File: src/include/saturn_params.svh
`ifndef SATURN_PARAMS_SVH
`define SATURN_PARAMS_SVH

// Main CPU bus
`define SAT_ADDR_W 25
`define SAT_DATA_W 32

// CD buffer RAM, 16-bit words
`define SAT_CD_ADDR_W 18

// Master rising enables per SMPC enable
`define SAT_SMPC_DIV 7

// Read of this high RAM address raises the debug hook
`define SAT_HOOK_ADDR 25'h00012B0

// Idle counter
`define SAT_WAITCNT_W 8

`endif

File: src/verilog/saturnPkg.sv
`include "saturn_params.svh"

package saturnPkg;

	typedef logic [`SAT_ADDR_W-1:0] cpuAddrT;
	typedef logic [`SAT_DATA_W-1:0] cpuDataT;
	typedef logic [`SAT_DATA_W/8-1:0] dqmT;
	typedef logic [7:0] smpcDataT;
	typedef logic [15:0] cdWordT;
	typedef logic [`SAT_CD_ADDR_W-1:0] cdAddrT;
	typedef logic [`SAT_WAITCNT_W-1:0] waitCntT;

	typedef enum logic [1:0] {
		idle,
		running,
		halted
	} breakStateT;

	// Master SH-2 bus as seen by the glue
	typedef struct packed {
		cpuAddrT address;
		cpuDataT writeData;
		dqmT     dqmN;
		logic    rdN;
		logic    cs3N;
	} cpuBusT;

	// From the DCC address decoder
	typedef struct packed {
		logic dramCeN;
		logic romCeN;
		logic sramCeN;
		logic smpcCeN;
	} memSelT;

	typedef struct packed {
		cpuAddrT address;
		cpuDataT writeData;
		dqmT     dqmN;
		logic    rdN;
		logic    romCsN;
		logic    sramCsN;
		logic    ramLCsN;
		logic    ramHCsN;
	} memPortT;

	// SH-1 sub-CPU bus
	typedef struct packed {
		cdAddrT address;
		cdWordT writeData;
		logic   wrlN;
		logic   wrhN;
		logic   rdN;
		logic   cs1N;
		logic   dack0;
	} cdSubBusT;

	typedef struct packed {
		cdAddrT     address;
		cdWordT     writeData;
		logic [1:0] we;
		logic       rd;
		logic       cs;
	} cdRamPortT;

endpackage

File: src/verilog/clockControl.sv
`timescale 1ns/1ps
`include "saturn_params.svh"

module clockControl (
	input  logic CLK,
	input  logic RST_N,
	input  logic ce,
	input  logic dbgPause,
	input  logic dbgBreak,
	input  logic dbgRun,
	input  logic vdp1Start,
	input  logic vdp1CmdEnd,
	output logic ceR,
	output logic ceF,
	output logic smpcCe,
	output logic smpcResN,
	output logic paused
);
	import saturnPkg::*;

	localparam int cntW = $clog2(`SAT_SMPC_DIV);

	breakStateT state;
	logic pause;
	logic phase;
	logic [cntW-1:0] smpcCnt;

	// Break on VDP1 draw start or command end, resume on debugger run
	always_ff @(posedge CLK or negedge RST_N) begin
		if (!RST_N) begin
			state <= idle;
		end else if (vdp1Start) begin
			state <= dbgBreak ? halted : running;
		end else if (vdp1CmdEnd && state != idle) begin
			state <= dbgBreak ? halted : running;
		end else if (dbgRun && state == halted) begin
			state <= running;
		end
	end

	assign pause = dbgPause | (state == halted);
	assign paused = pause;

	// Master clock phase, frozen while paused
	always_ff @(posedge CLK or negedge RST_N) begin
		if (!RST_N) begin
			phase <= 1'b0;
		end else if (ce && !pause) begin
			phase <= ~phase;
		end
	end

	assign ceR = phase & ~pause;
	assign ceF = ~phase & ~pause;

	// SMPC runs at a seventh of the master rate
	always_ff @(posedge CLK or negedge RST_N) begin
		if (!RST_N) begin
			smpcCnt <= '0;
			smpcCe <= 1'b0;
			smpcResN <= 1'b0;
		end else begin
			smpcCe <= 1'b0;
			if (ceR) begin
				if (smpcCnt == cntW'(`SAT_SMPC_DIV - 1)) begin
					smpcCnt <= '0;
					smpcCe <= 1'b1;
				end else begin
					smpcCnt <= smpcCnt + cntW'(1);
				end
			end
			// Master reset released after the first SMPC tick
			if (smpcCe) begin
				smpcResN <= 1'b1;
			end
		end
	end

endmodule

File: src/verilog/cpuBusRouter.sv
`timescale 1ns/1ps

module cpuBusRouter (
	input  saturnPkg::cpuBusT   bus,
	input  saturnPkg::memSelT   sel,
	input  saturnPkg::cpuDataT  scuData,
	input  saturnPkg::smpcDataT smpcData,
	input  saturnPkg::cpuDataT  memData,
	input  logic                scuWaitN,
	input  logic                memWaitN,
	output saturnPkg::cpuDataT  cpuReadData,
	output logic                cpuWaitN,
	output saturnPkg::memPortT  memPort
);
	import saturnPkg::*;

	logic extAccess;
	cpuDataT smpcWide;

	// High RAM on CS3, the rest through the decoder
	assign extAccess = !bus.cs3N || !sel.dramCeN || !sel.romCeN || !sel.sramCeN;

	// SMPC byte appears on every lane
	assign smpcWide = {4{smpcData}};

	always_comb begin
		if (extAccess) begin
			cpuReadData = memData;
		end else if (!sel.smpcCeN) begin
			cpuReadData = smpcWide;
		end else begin
			cpuReadData = scuData;
		end
	end

	// Memory wait only matters for external accesses
	assign cpuWaitN = scuWaitN & (memWaitN | ~extAccess);

	assign memPort.address = bus.address;
	assign memPort.writeData = bus.writeData;
	assign memPort.dqmN = bus.dqmN;
	assign memPort.rdN = bus.rdN;
	assign memPort.romCsN = sel.romCeN;
	assign memPort.sramCsN = sel.sramCeN;
	assign memPort.ramLCsN = sel.dramCeN;
	assign memPort.ramHCsN = bus.cs3N;

endmodule

File: src/verilog/cdBusBridge.sv
`timescale 1ns/1ps

module cdBusBridge (
	input  logic                 CLK,
	input  logic                 RST_N,
	input  logic                 cdCe,
	input  saturnPkg::cdSubBusT  sub,
	input  saturnPkg::cdWordT    ygrData,
	input  saturnPkg::cdWordT    cdRamQ,
	input  logic                 cdRamRdy,
	output logic                 shCeR,
	output logic                 shCeF,
	output saturnPkg::cdWordT    cdReadData,
	output logic                 cdWaitN,
	output saturnPkg::cdRamPortT cdRam
);
	import saturnPkg::*;

	logic phase;
	cdWordT ramWriteData;

	// SH-1 clock phase
	always_ff @(posedge CLK or negedge RST_N) begin
		if (!RST_N) begin
			phase <= 1'b0;
		end else if (cdCe) begin
			phase <= ~phase;
		end
	end

	assign shCeR = phase & cdCe;
	assign shCeF = ~phase & cdCe;

	// CS1 is the buffer RAM, everything else is YGR019
	assign cdReadData = !sub.cs1N ? cdRamQ : ygrData;
	assign cdWaitN = cdRamRdy;

	// DMA channel 0 moves sector data from YGR019 into the buffer
	assign ramWriteData = !sub.dack0 ? ygrData : sub.writeData;

	assign cdRam.address = sub.address;
	assign cdRam.writeData = ramWriteData;
	assign cdRam.we = ~{sub.wrhN, sub.wrlN};
	assign cdRam.rd = ~sub.rdN;
	assign cdRam.cs = ~sub.cs1N;

endmodule

File: src/verilog/busMonitor.sv
`timescale 1ns/1ps
`include "saturn_params.svh"

module busMonitor (
	input  logic               CLK,
	input  logic               RST_N,
	input  logic               ceR,
	input  saturnPkg::cpuBusT  bus,
	output saturnPkg::waitCntT waitCnt,
	output logic               hook
);
	import saturnPkg::*;

	localparam cpuAddrT hookAddr = `SAT_HOOK_ADDR;

	logic busActive;
	logic hookHit;

	// Any read or byte write counts as activity
	assign busActive = !bus.rdN || !(&bus.dqmN);
	assign hookHit = !bus.rdN && !bus.cs3N && (bus.address == hookAddr);

	always_ff @(posedge CLK or negedge RST_N) begin
		if (!RST_N) begin
			waitCnt <= '0;
			hook <= 1'b0;
		end else if (ceR) begin
			if (busActive) begin
				waitCnt <= '0;
			end else begin
				waitCnt <= waitCnt + 1'b1;
			end
			// Sticky until reset
			if (hookHit) begin
				hook <= 1'b1;
			end
		end
	end

endmodule

File: src/verilog/systemGlue.sv
`timescale 1ns/1ps

module systemGlue (
	input  logic                 CLK,
	input  logic                 RST_N,

	input  saturnPkg::cpuBusT    cpuBus,
	input  saturnPkg::memSelT    memSel,
	input  saturnPkg::cpuDataT   scuData,
	input  logic                 scuWaitN,
	input  saturnPkg::smpcDataT  smpcData,
	input  saturnPkg::cpuDataT   memData,
	input  logic                 memWaitN,

	input  saturnPkg::cdSubBusT  cdSub,
	input  saturnPkg::cdWordT    ygrData,
	input  saturnPkg::cdWordT    cdRamQ,
	input  logic                 cdRamRdy,

	input  logic                 ce,
	input  logic                 cdCe,
	input  logic                 dbgPause,
	input  logic                 dbgBreak,
	input  logic                 dbgRun,
	input  logic                 vdp1Start,
	input  logic                 vdp1CmdEnd,

	output logic                 ceR,
	output logic                 ceF,
	output logic                 smpcCe,
	output logic                 smpcResN,
	output logic                 paused,

	output saturnPkg::cpuDataT   cpuReadData,
	output logic                 cpuWaitN,
	output saturnPkg::memPortT   memPort,

	output logic                 shCeR,
	output logic                 shCeF,
	output saturnPkg::cdWordT    cdReadData,
	output logic                 cdWaitN,
	output saturnPkg::cdRamPortT cdRam,

	output saturnPkg::waitCntT   waitCnt,
	output logic                 hook
);

	clockControl clockControl_i (
		.CLK        (CLK),
		.RST_N      (RST_N),
		.ce         (ce),
		.dbgPause   (dbgPause),
		.dbgBreak   (dbgBreak),
		.dbgRun     (dbgRun),
		.vdp1Start  (vdp1Start),
		.vdp1CmdEnd (vdp1CmdEnd),
		.ceR        (ceR),
		.ceF        (ceF),
		.smpcCe     (smpcCe),
		.smpcResN   (smpcResN),
		.paused     (paused)
	);

	cpuBusRouter cpuBusRouter_i (
		.bus         (cpuBus),
		.sel         (memSel),
		.scuData     (scuData),
		.smpcData    (smpcData),
		.memData     (memData),
		.scuWaitN    (scuWaitN),
		.memWaitN    (memWaitN),
		.cpuReadData (cpuReadData),
		.cpuWaitN    (cpuWaitN),
		.memPort     (memPort)
	);

	cdBusBridge cdBusBridge_i (
		.CLK        (CLK),
		.RST_N      (RST_N),
		.cdCe       (cdCe),
		.sub        (cdSub),
		.ygrData    (ygrData),
		.cdRamQ     (cdRamQ),
		.cdRamRdy   (cdRamRdy),
		.shCeR      (shCeR),
		.shCeF      (shCeF),
		.cdReadData (cdReadData),
		.cdWaitN    (cdWaitN),
		.cdRam      (cdRam)
	);

	// Monitor runs on the master rising enable
	busMonitor busMonitor_i (
		.CLK     (CLK),
		.RST_N   (RST_N),
		.ceR     (ceR),
		.bus     (cpuBus),
		.waitCnt (waitCnt),
		.hook    (hook)
	);

endmodule

File: config.mk
export PLATFORM = sky130hd
export DESIGN_NAME = systemGlue
export DESIGN_NICKNAME = d
export VERILOG_FILES = /design/src/verilog/saturnPkg.sv /design/src/verilog/clockControl.sv /design/src/verilog/cpuBusRouter.sv /design/src/verilog/cdBusBridge.sv /design/src/verilog/busMonitor.sv /design/src/verilog/systemGlue.sv
export VERILOG_INCLUDE_DIRS = /design/src /design/src/include
export SDC_FILE = /design/constraint.sdc
export NUM_CORES = 1
export LEC_CHECK = 0
export BUFFER_PORTS_ARGS = -buffer_cell sky130_fd_sc_hd__clkbuf_2
export CORE_AREA = 8 8 145 147
export CTS_CLUSTER_SIZE = 40
export DETAILED_ROUTE_END_ITERATION = 10
export DIE_AREA = 0 0 153 155
export PLACE_DENSITY = 0.49
export SETUP_SLACK_MARGIN = 0.3
export SLEW_MARGIN = 20
export SYNTH_ARGS = -nofsm -noshare
export SYNTH_HDL_FRONTEND = slang
export SYNTH_SLANG_ARGS = --single-unit
File: constraint.sdc
create_clock -name CLK -period 1.44 [get_ports CLK]
set_clock_uncertainty 0.15 [all_clocks]
set_input_delay 0.288 -clock CLK [delete_from_list [all_inputs] [get_ports CLK]]
set_output_delay 0.288 -clock CLK [all_outputs]
set_load 0.01 [all_outputs]
==> results of run 1 <==
[flip-flops by register name, indices dropped and copies added (netlist names)]
name and cells:
busMonitor_i.waitCnt 8, clockControl_i.smpcCnt 3, clockControl_i.state 2, busMonitor_i.hook 1
cdBusBridge_i.phase 1, clockControl_i.phase 1, clockControl_i.smpcCe 1, clockControl_i.smpcResN 1
[critical path, stage by stage]
cell,delay (ns)
buf_6,0.07
nand4_1,0.11
buf_6,0.15
clkbuf_16,0.16
clkbuf_16,0.16
o21ai_2,0.11
buf_2,0.15
[repair_timing]
action / 4_1_cts / 5_1_grt
hold buffers: 1 / 0
setup buffers: 17 / 8
resized for setup: 69 / 148
endpoints found under the setup margin: 96 / 114
pin swaps: 7 / 18
cloned: 2 / 3
endpoints found under the hold margin: 18 / 0
[power by group through the flow]
stage | Sequential, uW | Clock (uW) | Combinational (uW)
floorplan | 697 | 0 | 1040
global placement | 700 | 0 | 1600
CTS | 700 | 630 | 1950
finish | 712 | 609 | 2130
detailed placement | 700 | 0 | 1620
global route | 733 | 646 | 2290
[cell type report]
type / count / area, um2 / share of cell area (%)
multi-input cells: 215 / 2180 / 37.1
flip-flops and latches: 18 / 455 / 7.74
well taps: 238 / 298 / 5.06
inverters: 9 / 38.8 / 0.659
clock buffers: 4 / 88.8 / 1.51
repair buffers: 375 / 2820 / 47.9
[metal layers]
layer / share of wire [%] / global-route usage [%]
met5: 0.24 / 0
met4: 0.77 / 1.74
met3: 12 / 6.60
met2: 55 / 25.8
met1: 32 / 11.6
[cells in the final DEF, fill, tap and decap left out, drive strengths merged]
master,count
nand3,7
nor2,9
and2,1
nor4bb,2
nand2,39
dlygate4sd3,1
o31ai,2
and3,1
clkbuf,226
a211oi,2
inv,8
clkinv,1
o21ai,42
nand4,5
o22ai,1
and4,1
ha,1
nor3b,1
buf,151
nor2b,11
a21o,2
a32o,2
a21boi,1
nand2b,2
o22a,1
nand3b,1
nor3,3
dfrtp,18
or2,2
nor4,4
mux2,34
a21oi,35
and2b,1
xnor2,1
xor2,1
bufbuf,1
[how the worst max path moves through the flow]
stage | endpoint | depth (start not counted) | slack [ns]
2_1_floorplan | cpuReadData[13] | 4 | 0.10
3_3_place_gp | busMonitor_i.hook$_DFFE_PN0P_ | 5 | -0.46
3_5_place_dp | busMonitor_i.hook$_DFFE_PN0P_ | 5 | -0.45
4_1_cts | cpuReadData[25] | 7 | -0.19
5_1_grt | cpuReadData[3] | 8 | -0.27
6_report | cpuReadData[7] | 7 | -0.21
[metrics by stage]
step | hold slack [ns] | TNS (ns)
after floorplan | -0.158 | 0
after global placement | 0.126 | -7.71
after detailed placement | 0.125 | -7.91
after CTS | 0.0896 | -5.96
after global routing | 0.0993 | -7.80
final | 0.0932 | -6.38
[kinds of logic after synthesis]
| family | count (synthesis) | share of synthesized area, % |
|---|---|---|
| XOR/XNOR | 2 | 0.674 |
| buffers and inverters | 111 | 29.3 |
| AND/OR/NAND/NOR | 90 | 18.7 |
| adder cells (fa/ha/maj) | 1 | 0.481 |
| AO/OA/AOI/OAI | 88 | 18.6 |
| flip-flops | 18 | 17.3 |
| multiplexers | 34 | 14.9 |
==> impl_metrics.ini, run 1 <==
[run_status]
outcome = finished with violations
failed_checks = negative setup slack

[die]
die_area_um2 = 23700
ios = 392
row_count = 51
die_h_um = 155
core-area_um2 = 19000
die_w_um = 153
floorplan.initialDensity_pct = 13.7

[power_and_ir_drop]
seqPwrFrac_pct = 20.6
internal-power_uw = 2240
power_frac_clock_pct = 17.6
p_comb_share_pct = 61.8
sw_frac_of_total_pct = 35.2
leakage_uw = 0.00302
p_total_uw = 3460
ir_worst_vdd_mv = 0.474
p_sw_uw = 1220
p_per_area_nw_per_um2 = 587

[setup_path]
required_ns = 1.00
critical_path_class = in2out
critPathCaptureType = output port
worstPathArrival_ns = 1.21
worst_setup_path_start_kind = input port
rr_worst_depth = 6
r2r-end = clockControl_i.smpcCnt[2]$_DFFE_PN0P_
startpoint = memSel[1]
r2r-start = clockControl_i.phase$_DFFE_PN0P_
r2r_slack_ns = -0.10
cp_max_fo = 7

[cts]
root_buffer = clkbuf_16
clkSinkCount = 18
cts_buffers = 3
cts_tree = done
clkTransAtPathRegs_ns = 0.05
worst_skew_pair.late_latency_ns = 0.25
cts_buffer_depth = 2
cts-htree-levels = 1

[placed_design]
dp.cells = 824
place_hpwl_um = 14600
gp_congestion = 0.788
pre_cts_ws_ns = -0.454
placed_cell_area_um2 = 4680
port_buffers = 289

[routing]
routedWlPerCell_um = 19.6
antenna_left = 0
dr.pass1.iters = 4
drt_iter0_drc = 79
route.detailed.drc = 0
wl_um = 16800
vias = 3488
vias_per_cell = 4.06

[timing]
setup_viol = 39
rsz0062_at_grt = yes
slew_headroom_pct = 71.3
period_share_pct = 114
fmax_mhz = 607
layout_min_cycle_time_ns = 1.65
slew_violations = 0
finalHoldViolCount = 0
worst_pin_slew_ns = 0.430
worst_slack_ns = -0.208

[cells_and_area]
design_area_um2 = 5890
nets = 845
drive_gt1_share_pct = 86.2
antennaDiodeCount = 0
fill_cells = 1956
syn2layout_area_growth_pct = 127
fin_util_pct = 31.1
fin_cells = 859

[yosys]
synth-async-reset-ratio_pct = 100
ys_seq_area_share_pct = 17.3
synthCells = 344
ys_seq_elements = 18
synthTopCellsByArea = buf_4 (25%), dfrtp_1 (17%), mux2_2 (14%)
ys.flop_type = dfrtp_1
synth_edf_count = 0
synthesis.area_um2 = 2600
synth_top_area_share_pct = 24.6
postSynthAreaPerCell_um2 = 7.55
ys_types = 47
syn_nets = 567
synth-warning-count = 0
synth_top_cell_by_area = buf_4
yosys-top-cells-count = buf_4 (85), nand2_1 (38), a21oi_1 (35), o21ai_0 (33), mux2_2 (32)
yosysMostFrequentCell = buf_4

[job]
maxCapViolCount = 0

[min_path]
holdCritStartpoint = cdCe
hold_class = in2reg
whs_endpoint = cdBusBridge_i.phase$_DFFE_PN0P_
hold_depth = 2

[global_routing]
grt.overflow.total = 0
grt_pass1_vias = 3772
grt_first_pass_wirelength_um = 23800
antenna_found_initial = 3
grt_max_degree = 19
grtUsageTotal_pct = 12.9
Power figures use the tool's default switching activity.
==> run 2: changes to the inputs <==
--- a/config.mk
+++ b/config.mk
@@ -6,12 +6,13 @@
 export SDC_FILE = /design/constraint.sdc
 export NUM_CORES = 1
 export LEC_CHECK = 0
+export ABC_AREA = 1
 export BUFFER_PORTS_ARGS = -buffer_cell sky130_fd_sc_hd__clkbuf_2
-export CORE_AREA = 8 8 145 147
+export CORE_AREA = 8 8 147 149
 export CTS_CLUSTER_SIZE = 40
 export DETAILED_ROUTE_END_ITERATION = 10
-export DIE_AREA = 0 0 153 155
-export PLACE_DENSITY = 0.49
+export DIE_AREA = 0 0 155 157
+export PLACE_DENSITY = 0.47
 export SETUP_SLACK_MARGIN = 0.3
 export SLEW_MARGIN = 20
 export SYNTH_ARGS = -nofsm -noshare
==> constraint.sdc (replaced) <==
create_clock -name CLK -period 1.76 [get_ports CLK]
set_clock_uncertainty 0.15 [all_clocks]
set_input_delay 0.352 -clock CLK [delete_from_list [all_inputs] [get_ports CLK]]
set_output_delay 0.352 -clock CLK [all_outputs]
set_load 0.01 [all_outputs]
==> impl_metrics.ini, run 2 <==
[setup_path]
critPathCaptureType = output port
critical_path_class = in2out
r2r-end = busMonitor_i.hook$_DFFE_PN0P_
worst_setup_path_start_kind = input port
r2r-start = clockControl_i.state[0]$_DFFE_PN0P_
rr_worst_depth = 8
required_ns = 1.26
cp-endpoint = cpuReadData[0]
worstPathArrival_ns = 1.32
startpoint = memSel[3]
cp_max_fo = 25
r2r_slack_ns = 0.37

[cells_and_area]
drive_gt1_share_pct = 61.4
largest_register = busMonitor_i.waitCnt
reg.largest.list = busMonitor_i.waitCnt (8), clockControl_i.smpcCnt (3), clockControl_i.state (2)
nets = 895
final_common_cell = clkbuf_2
final_cell_mix = clkbuf_2 (238), nand2_1 (95), nor2_1 (54), inv_1 (34), buf_2 (34)
syn2layout_area_growth_pct = 83.2
fill_cells = 2157
multiInputGateArea_um2 = 1690
antennaDiodeCount = 0
regArea_um2 = 452
design_area_um2 = 4800
fin_cells = 936
largest_register_ffs = 8

[yosys]
ys_seq_elements = 18
synth-async-reset-ratio_pct = 100
synthCells = 437
yosysMostFrequentCell = nand2_1
syn_nets = 660
postSynthAreaPerCell_um2 = 6.00
ys.flop_type = dfrtp_1
synth_edf_count = 0
synthesis.area_um2 = 2620
ys_seq_area_share_pct = 17.2
synthTopCellsByArea = buf_4 (25%), dfrtp_1 (17%), nand2_1 (15%)
ys_types = 25
synth-warning-count = 0
yosys-top-cells-count = nand2_1 (108), buf_4 (86), nor2_1 (60), o21ai_0 (40), inv_1 (35)
synth_top_cell_by_area = buf_4
synth_top_area_share_pct = 24.6

[routing]
vias_per_cell = 3.97
wl_um = 15000
routedWlPerCell_um = 16.1
drt_iter0_drc = 227
dr.pass1.iters = 4
route.detailed.drc = 0
antenna_left = 0
vias = 3713

[cts]
cts_buffers = 3
cts_buffer_depth = 2
cts_tree = done
root_buffer = clkbuf_16
worst_skew_pair.late_latency_ns = 0.25
cts-htree-levels = 1
clkSinkCount = 18
clkTransAtPathRegs_ns = 0.05

[timing]
rsz0062_at_grt = yes
setup_viol = 24
worst_pin_slew_ns = 0.500
worst_slack_ns = -0.0648
finalHoldViolCount = 0
fmax_mhz = 548
slew_headroom_pct = 66.7
layout_min_cycle_time_ns = 1.82
slew_violations = 0
period_share_pct = 104

[global_routing]
grt_pass1_vias = 3726
antenna_found_initial = 0
grtUsageTotal_pct = 10.9
grt.overflow.total = 0
grt_first_pass_wirelength_um = 20800
grt_max_degree = 26

[placed_design]
placed_cell_area_um2 = 4160
dp.cells = 916
port_buffers = 289
pre_cts_ws_ns = -0.0817
gp_congestion = 0.952
place_hpwl_um = 12800

[die]
core-area_um2 = 19200
die_w_um = 155
ios = 392
row_count = 51
die_h_um = 157
die_area_um2 = 24300
floorplan.initialDensity_pct = 13.7

[job]
maxCapViolCount = 0

[run_status]
outcome = finished with violations
failed_checks = negative setup slack

[min_path]
hold_class = in2reg

[power_and_ir_drop]
leakage_uw = 0.00256
ir_worst_vdd_mv = 0.344
p_per_area_nw_per_um2 = 497
==> run 2: worst min path at each step <==
stage / depth (start not counted) / from / endpoint
global placement: 1 / RST_N / busMonitor_i.waitCnt[0]$_DFFE_PN0P_
finish: 2 / cdCe / cdBusBridge_i.phase$_DFFE_PN0P_
floorplan: 0 / RST_N / busMonitor_i.hook$_DFFE_PN0P_
detailed placement: 1 / RST_N / busMonitor_i.waitCnt[0]$_DFFE_PN0P_
global route: 2 / cdCe / cdBusBridge_i.phase$_DFFE_PN0P_
CTS: 2 / cdCe / cdBusBridge_i.phase$_DFFE_PN0P_
==> run 2: stage by stage <==
step           power [uW]  setup TNS [ns]  hold WS (ns)  util, %
3_3_place_gp         1660          -0.692         0.197     21.7
5_1_grt              2560           -2.38         0.169     25.0
4_1_cts              2260           -1.56         0.166     23.1
6_report             2390          -0.633         0.164     25.0
2_1_floorplan        1280               0       -0.0936        -
3_5_place_dp         1670           -1.37         0.197     21.7
==> run 2: kinds of logic (layout without fill, tap and decap cells) <==
family	count (synthesis)	after routing	synth area share [%]
and+or+nand+nor	196	196	30.7
buffers and inverters	141	375	33.9
AOI/OAI and AO/OA	79	79	17.1
DFF	18	18	17.2
xor gates and xnor gates	2	2	0.668
adders and majority gates	1	1	0.477
==> run 2: cell type report <==
type                       count  share of cell area [%]
sequential                    18                    9.40
timing repair buffer         333                    43.4
inverter                      38                    3.33
clock buffer                   4                    1.85
multi-input combinational    278                    35.1
tap                          265                    6.90
==> run 2: per-layer routing <==
| metal | share of wire (%) | track usage (%) |
|---|---|---|
| met3 | 11 | 3.78 |
| met1 | 34 | 11.3 |
| met2 | 49 | 19.1 |
| met4 | 5.1 | 5.83 |
| met5 | 0 | 0 |
==> run 2: power breakdown <==
group	leakage [uW]	internal, uW	switching, uW
combinational	0.00229	631	684
clock	0.0000442	346	165
sequential	0.000232	493	67.2
==> run 2: critical path: stages <==
cell     delay [ns]
buf_6          0.07
nand4_1        0.13
inv_2          0.17
buf_12         0.20
nor2_1         0.07
a31oi_2        0.15
buf_2          0.16
==> run 2: timing repair <==
action / in CTS / in global routing
hold buffers: 1 / 0
gates cloned: 3 / 3
buffers inserted: 4 / 5
pin swaps: 6 / 4
resized for setup: 57 / 109
endpoints found under the setup margin: 65 / 68
hold endpoints to repair: 18 / 0
==> run 3: changes to the inputs <==
--- a/config.mk
+++ b/config.mk
@@ -6,12 +6,11 @@
 export SDC_FILE = /design/constraint.sdc
 export NUM_CORES = 1
 export LEC_CHECK = 0
-export ABC_AREA = 1
 export BUFFER_PORTS_ARGS = -buffer_cell sky130_fd_sc_hd__clkbuf_2
-export CORE_AREA = 8 8 147 149
+export CORE_AREA = 8 8 146 148
 export CTS_CLUSTER_SIZE = 40
 export DETAILED_ROUTE_END_ITERATION = 10
-export DIE_AREA = 0 0 155 157
+export DIE_AREA = 0 0 154 156
 export PLACE_DENSITY = 0.47
 export SETUP_SLACK_MARGIN = 0.3
 export SLEW_MARGIN = 20
==> impl_metrics.ini, run 3 (same netlist as run 1, synthesis figures left out) <==
[run_status]
outcome = finished clean

[global_routing]
grtUsageTotal_pct = 11.2
grt_first_pass_wirelength_um = 21100
antenna_found_initial = 0
grt_pass1_vias = 3636
grt.overflow.total = 0
grt_max_degree = 19

[die]
floorplan.initialDensity_pct = 13.6
row_count = 51
ios = 392
core-area_um2 = 19100
die_w_um = 154
die_area_um2 = 24000
die_h_um = 156

[timing]
slew_violations = 0
worst_pin_slew_ns = 0.478
finalHoldViolCount = 0
fmax_mhz = 574
slew_headroom_pct = 68.1
layout_min_cycle_time_ns = 1.74
rsz0062_at_grt = yes
holdWs_ns = 0.156
period_share_pct = 99.0
setup_viol = 0

[cts]
cts-htree-levels = 1
cts_buffer_depth = 2
cts_tree = done
worst_skew_pair.late_latency_ns = 0.25
cts_buffers = 3
clkTransAtPathRegs_ns = 0.06
root_buffer = clkbuf_16
clkSinkCount = 18

[cells_and_area]
largest_register_ffs = 8
nets = 810
syn2layout_area_growth_pct = 102
antennaDiodeCount = 0
design_area_um2 = 5250
drive_gt1_share_pct = 79.4
reg.largest.list = busMonitor_i.waitCnt (8), clockControl_i.smpcCnt (3), clockControl_i.state (2)
final_common_cell = clkbuf_2
largest_register = busMonitor_i.waitCnt
fin_cells = 824
fin_util_pct = 27.5
final_cell_mix = clkbuf_2 (214), buf_6 (41), a21oi_1 (35), mux2_4 (34), buf_2 (30)

[placed_design]
dp.cells = 796
port_buffers = 289
place_hpwl_um = 12500
gp_congestion = 0.865
placed_cell_area_um2 = 3980

[power_and_ir_drop]
leakage_uw = 0.00276
p_per_area_nw_per_um2 = 502
ir_worst_vdd_mv = 0.315
p_total_uw = 2640

[routing]
antenna_left = 0
drt_iter0_drc = 159
route.detailed.drc = 0
routedWlPerCell_um = 18.5
dr.pass1.iters = 4
vias_per_cell = 4.13
wl_um = 15300
vias = 3399

[setup_path]
critical_path_class = in2out
worst_setup_path_start_kind = input port
crit_buf_inv = 5
critPathTopFamily = buffers and inverters
critPathCaptureType = output port
worstPathArrival_ns = 1.24
cp_common_cell = buf_6
cp_max_fo = 5
cp_slowest_cell = buf_6
crit_chain = buf_6 > nand4_1 > buf_6 > buf_12 > buf_8 > nand2_2 > o21ai_2 > buf_2
max_stage_delay_ns = 0.16
required_ns = 1.26

[job]
maxCapViolCount = 0

[min_path]
hold_class = in2reg
-- run 3: changes by cell type in the layout (fill, tap and decap cells not counted), moves of 10 or more --
cell      before  now
a21oi_1        1   35
a31oi_2       22    0
buf_6         21   41
buf_8          8   22
clkbuf_2     238  214
inv_1         34    8
mux2_4         0   34
nand2_1       95    7
nand2_4        6   17
nand3_1       15    5
nor2_1        54    7
o21ai_0       12    1
o21ai_2       10   29
-- run 3: power breakdown --
group	internal [uW]	switching, uW	leakage (uW)
Combinational	892	669	0.00249
Sequential	489	72.2	0.000228
Clock	346	168	0.0000442
-- run 3: worst paths after layout --
check | start | endpoint | slack (ns) | cells after the start
max | cpuBus[0] | cpuReadData[11] | 0.02 | 8
min in group asynchronous | RST_N | clockControl_i.smpcResN$_DFFE_PN0P_ | 0.44 | 2
min reg2reg | clockControl_i.smpcCe$_DFF_PN0_ | clockControl_i.smpcResN$_DFFE_PN0P_ | 0.31 | 1
max reg2reg | clockControl_i.phase$_DFFE_PN0P_ | clockControl_i.smpcCnt[2]$_DFFE_PN0P_ | 0.27 | 6
max in group asynchronous | RST_N | busMonitor_i.waitCnt[0]$_DFFE_PN0P_ | 0.67 | 2
min | cdCe | cdBusBridge_i.phase$_DFFE_PN0P_ | 0.16 | 2
-- run 3: worst reg2reg max path: cells and delay by family (launching register included) --
kind | cells | cell delay, ns
DFF | 1 | 0.38
muxes | 1 | 0.29
buffers and inverters | 2 | 0.19
and+or+nand+nor | 3 | 0.37
-- run 3: repair_timing --
| action | 4_1_cts | 5_1_grt |
|---|---|---|
| pin swaps | 30 | 23 |
| gates resized for setup | 124 | 146 |
| hold buffers | 1 | 0 |
| setup buffers | 10 | 7 |
| setup endpoints to repair | 71 | 72 |
| endpoints found under the hold margin | 18 | 0 |
| gates cloned | 5 | 1 |
-- run 3: area by class of cell --
cell class / count / area [um2]
Clock buffer: 4 / 88.8
Fill cell: 2018 / 13800
Inverter: 9 / 36.3
Multi-Input combinational cell: 215 / 1880
Sequential cell: 18 / 453
Tap cell: 238 / 298
Timing Repair Buffer: 340 / 2500
-- run 3: per-stage QoR --
step	setup slack (ns)	setup TNS [ns]
after global placement	-0.0657	-0.617
after floorplan	0.278	0
after detailed placement	-0.0777	-0.774
after CTS	-0.00611	-0.0272
after global routing	-0.0536	-0.980
final	0.0183	0
-- run 3: metal layers --
| layer | part of all wire, % | vias up | GRT usage (%) |
|---|---|---|---|
| li1 | - | 1592 | - |
| met1 | 35 | 1546 | 11.4 |
| met2 | 51 | 223 | 20.3 |
| met3 | 9.1 | 38 | 3.88 |
| met4 | 4.5 | 0 | 5.13 |
| met5 | 0 | - | 0 |
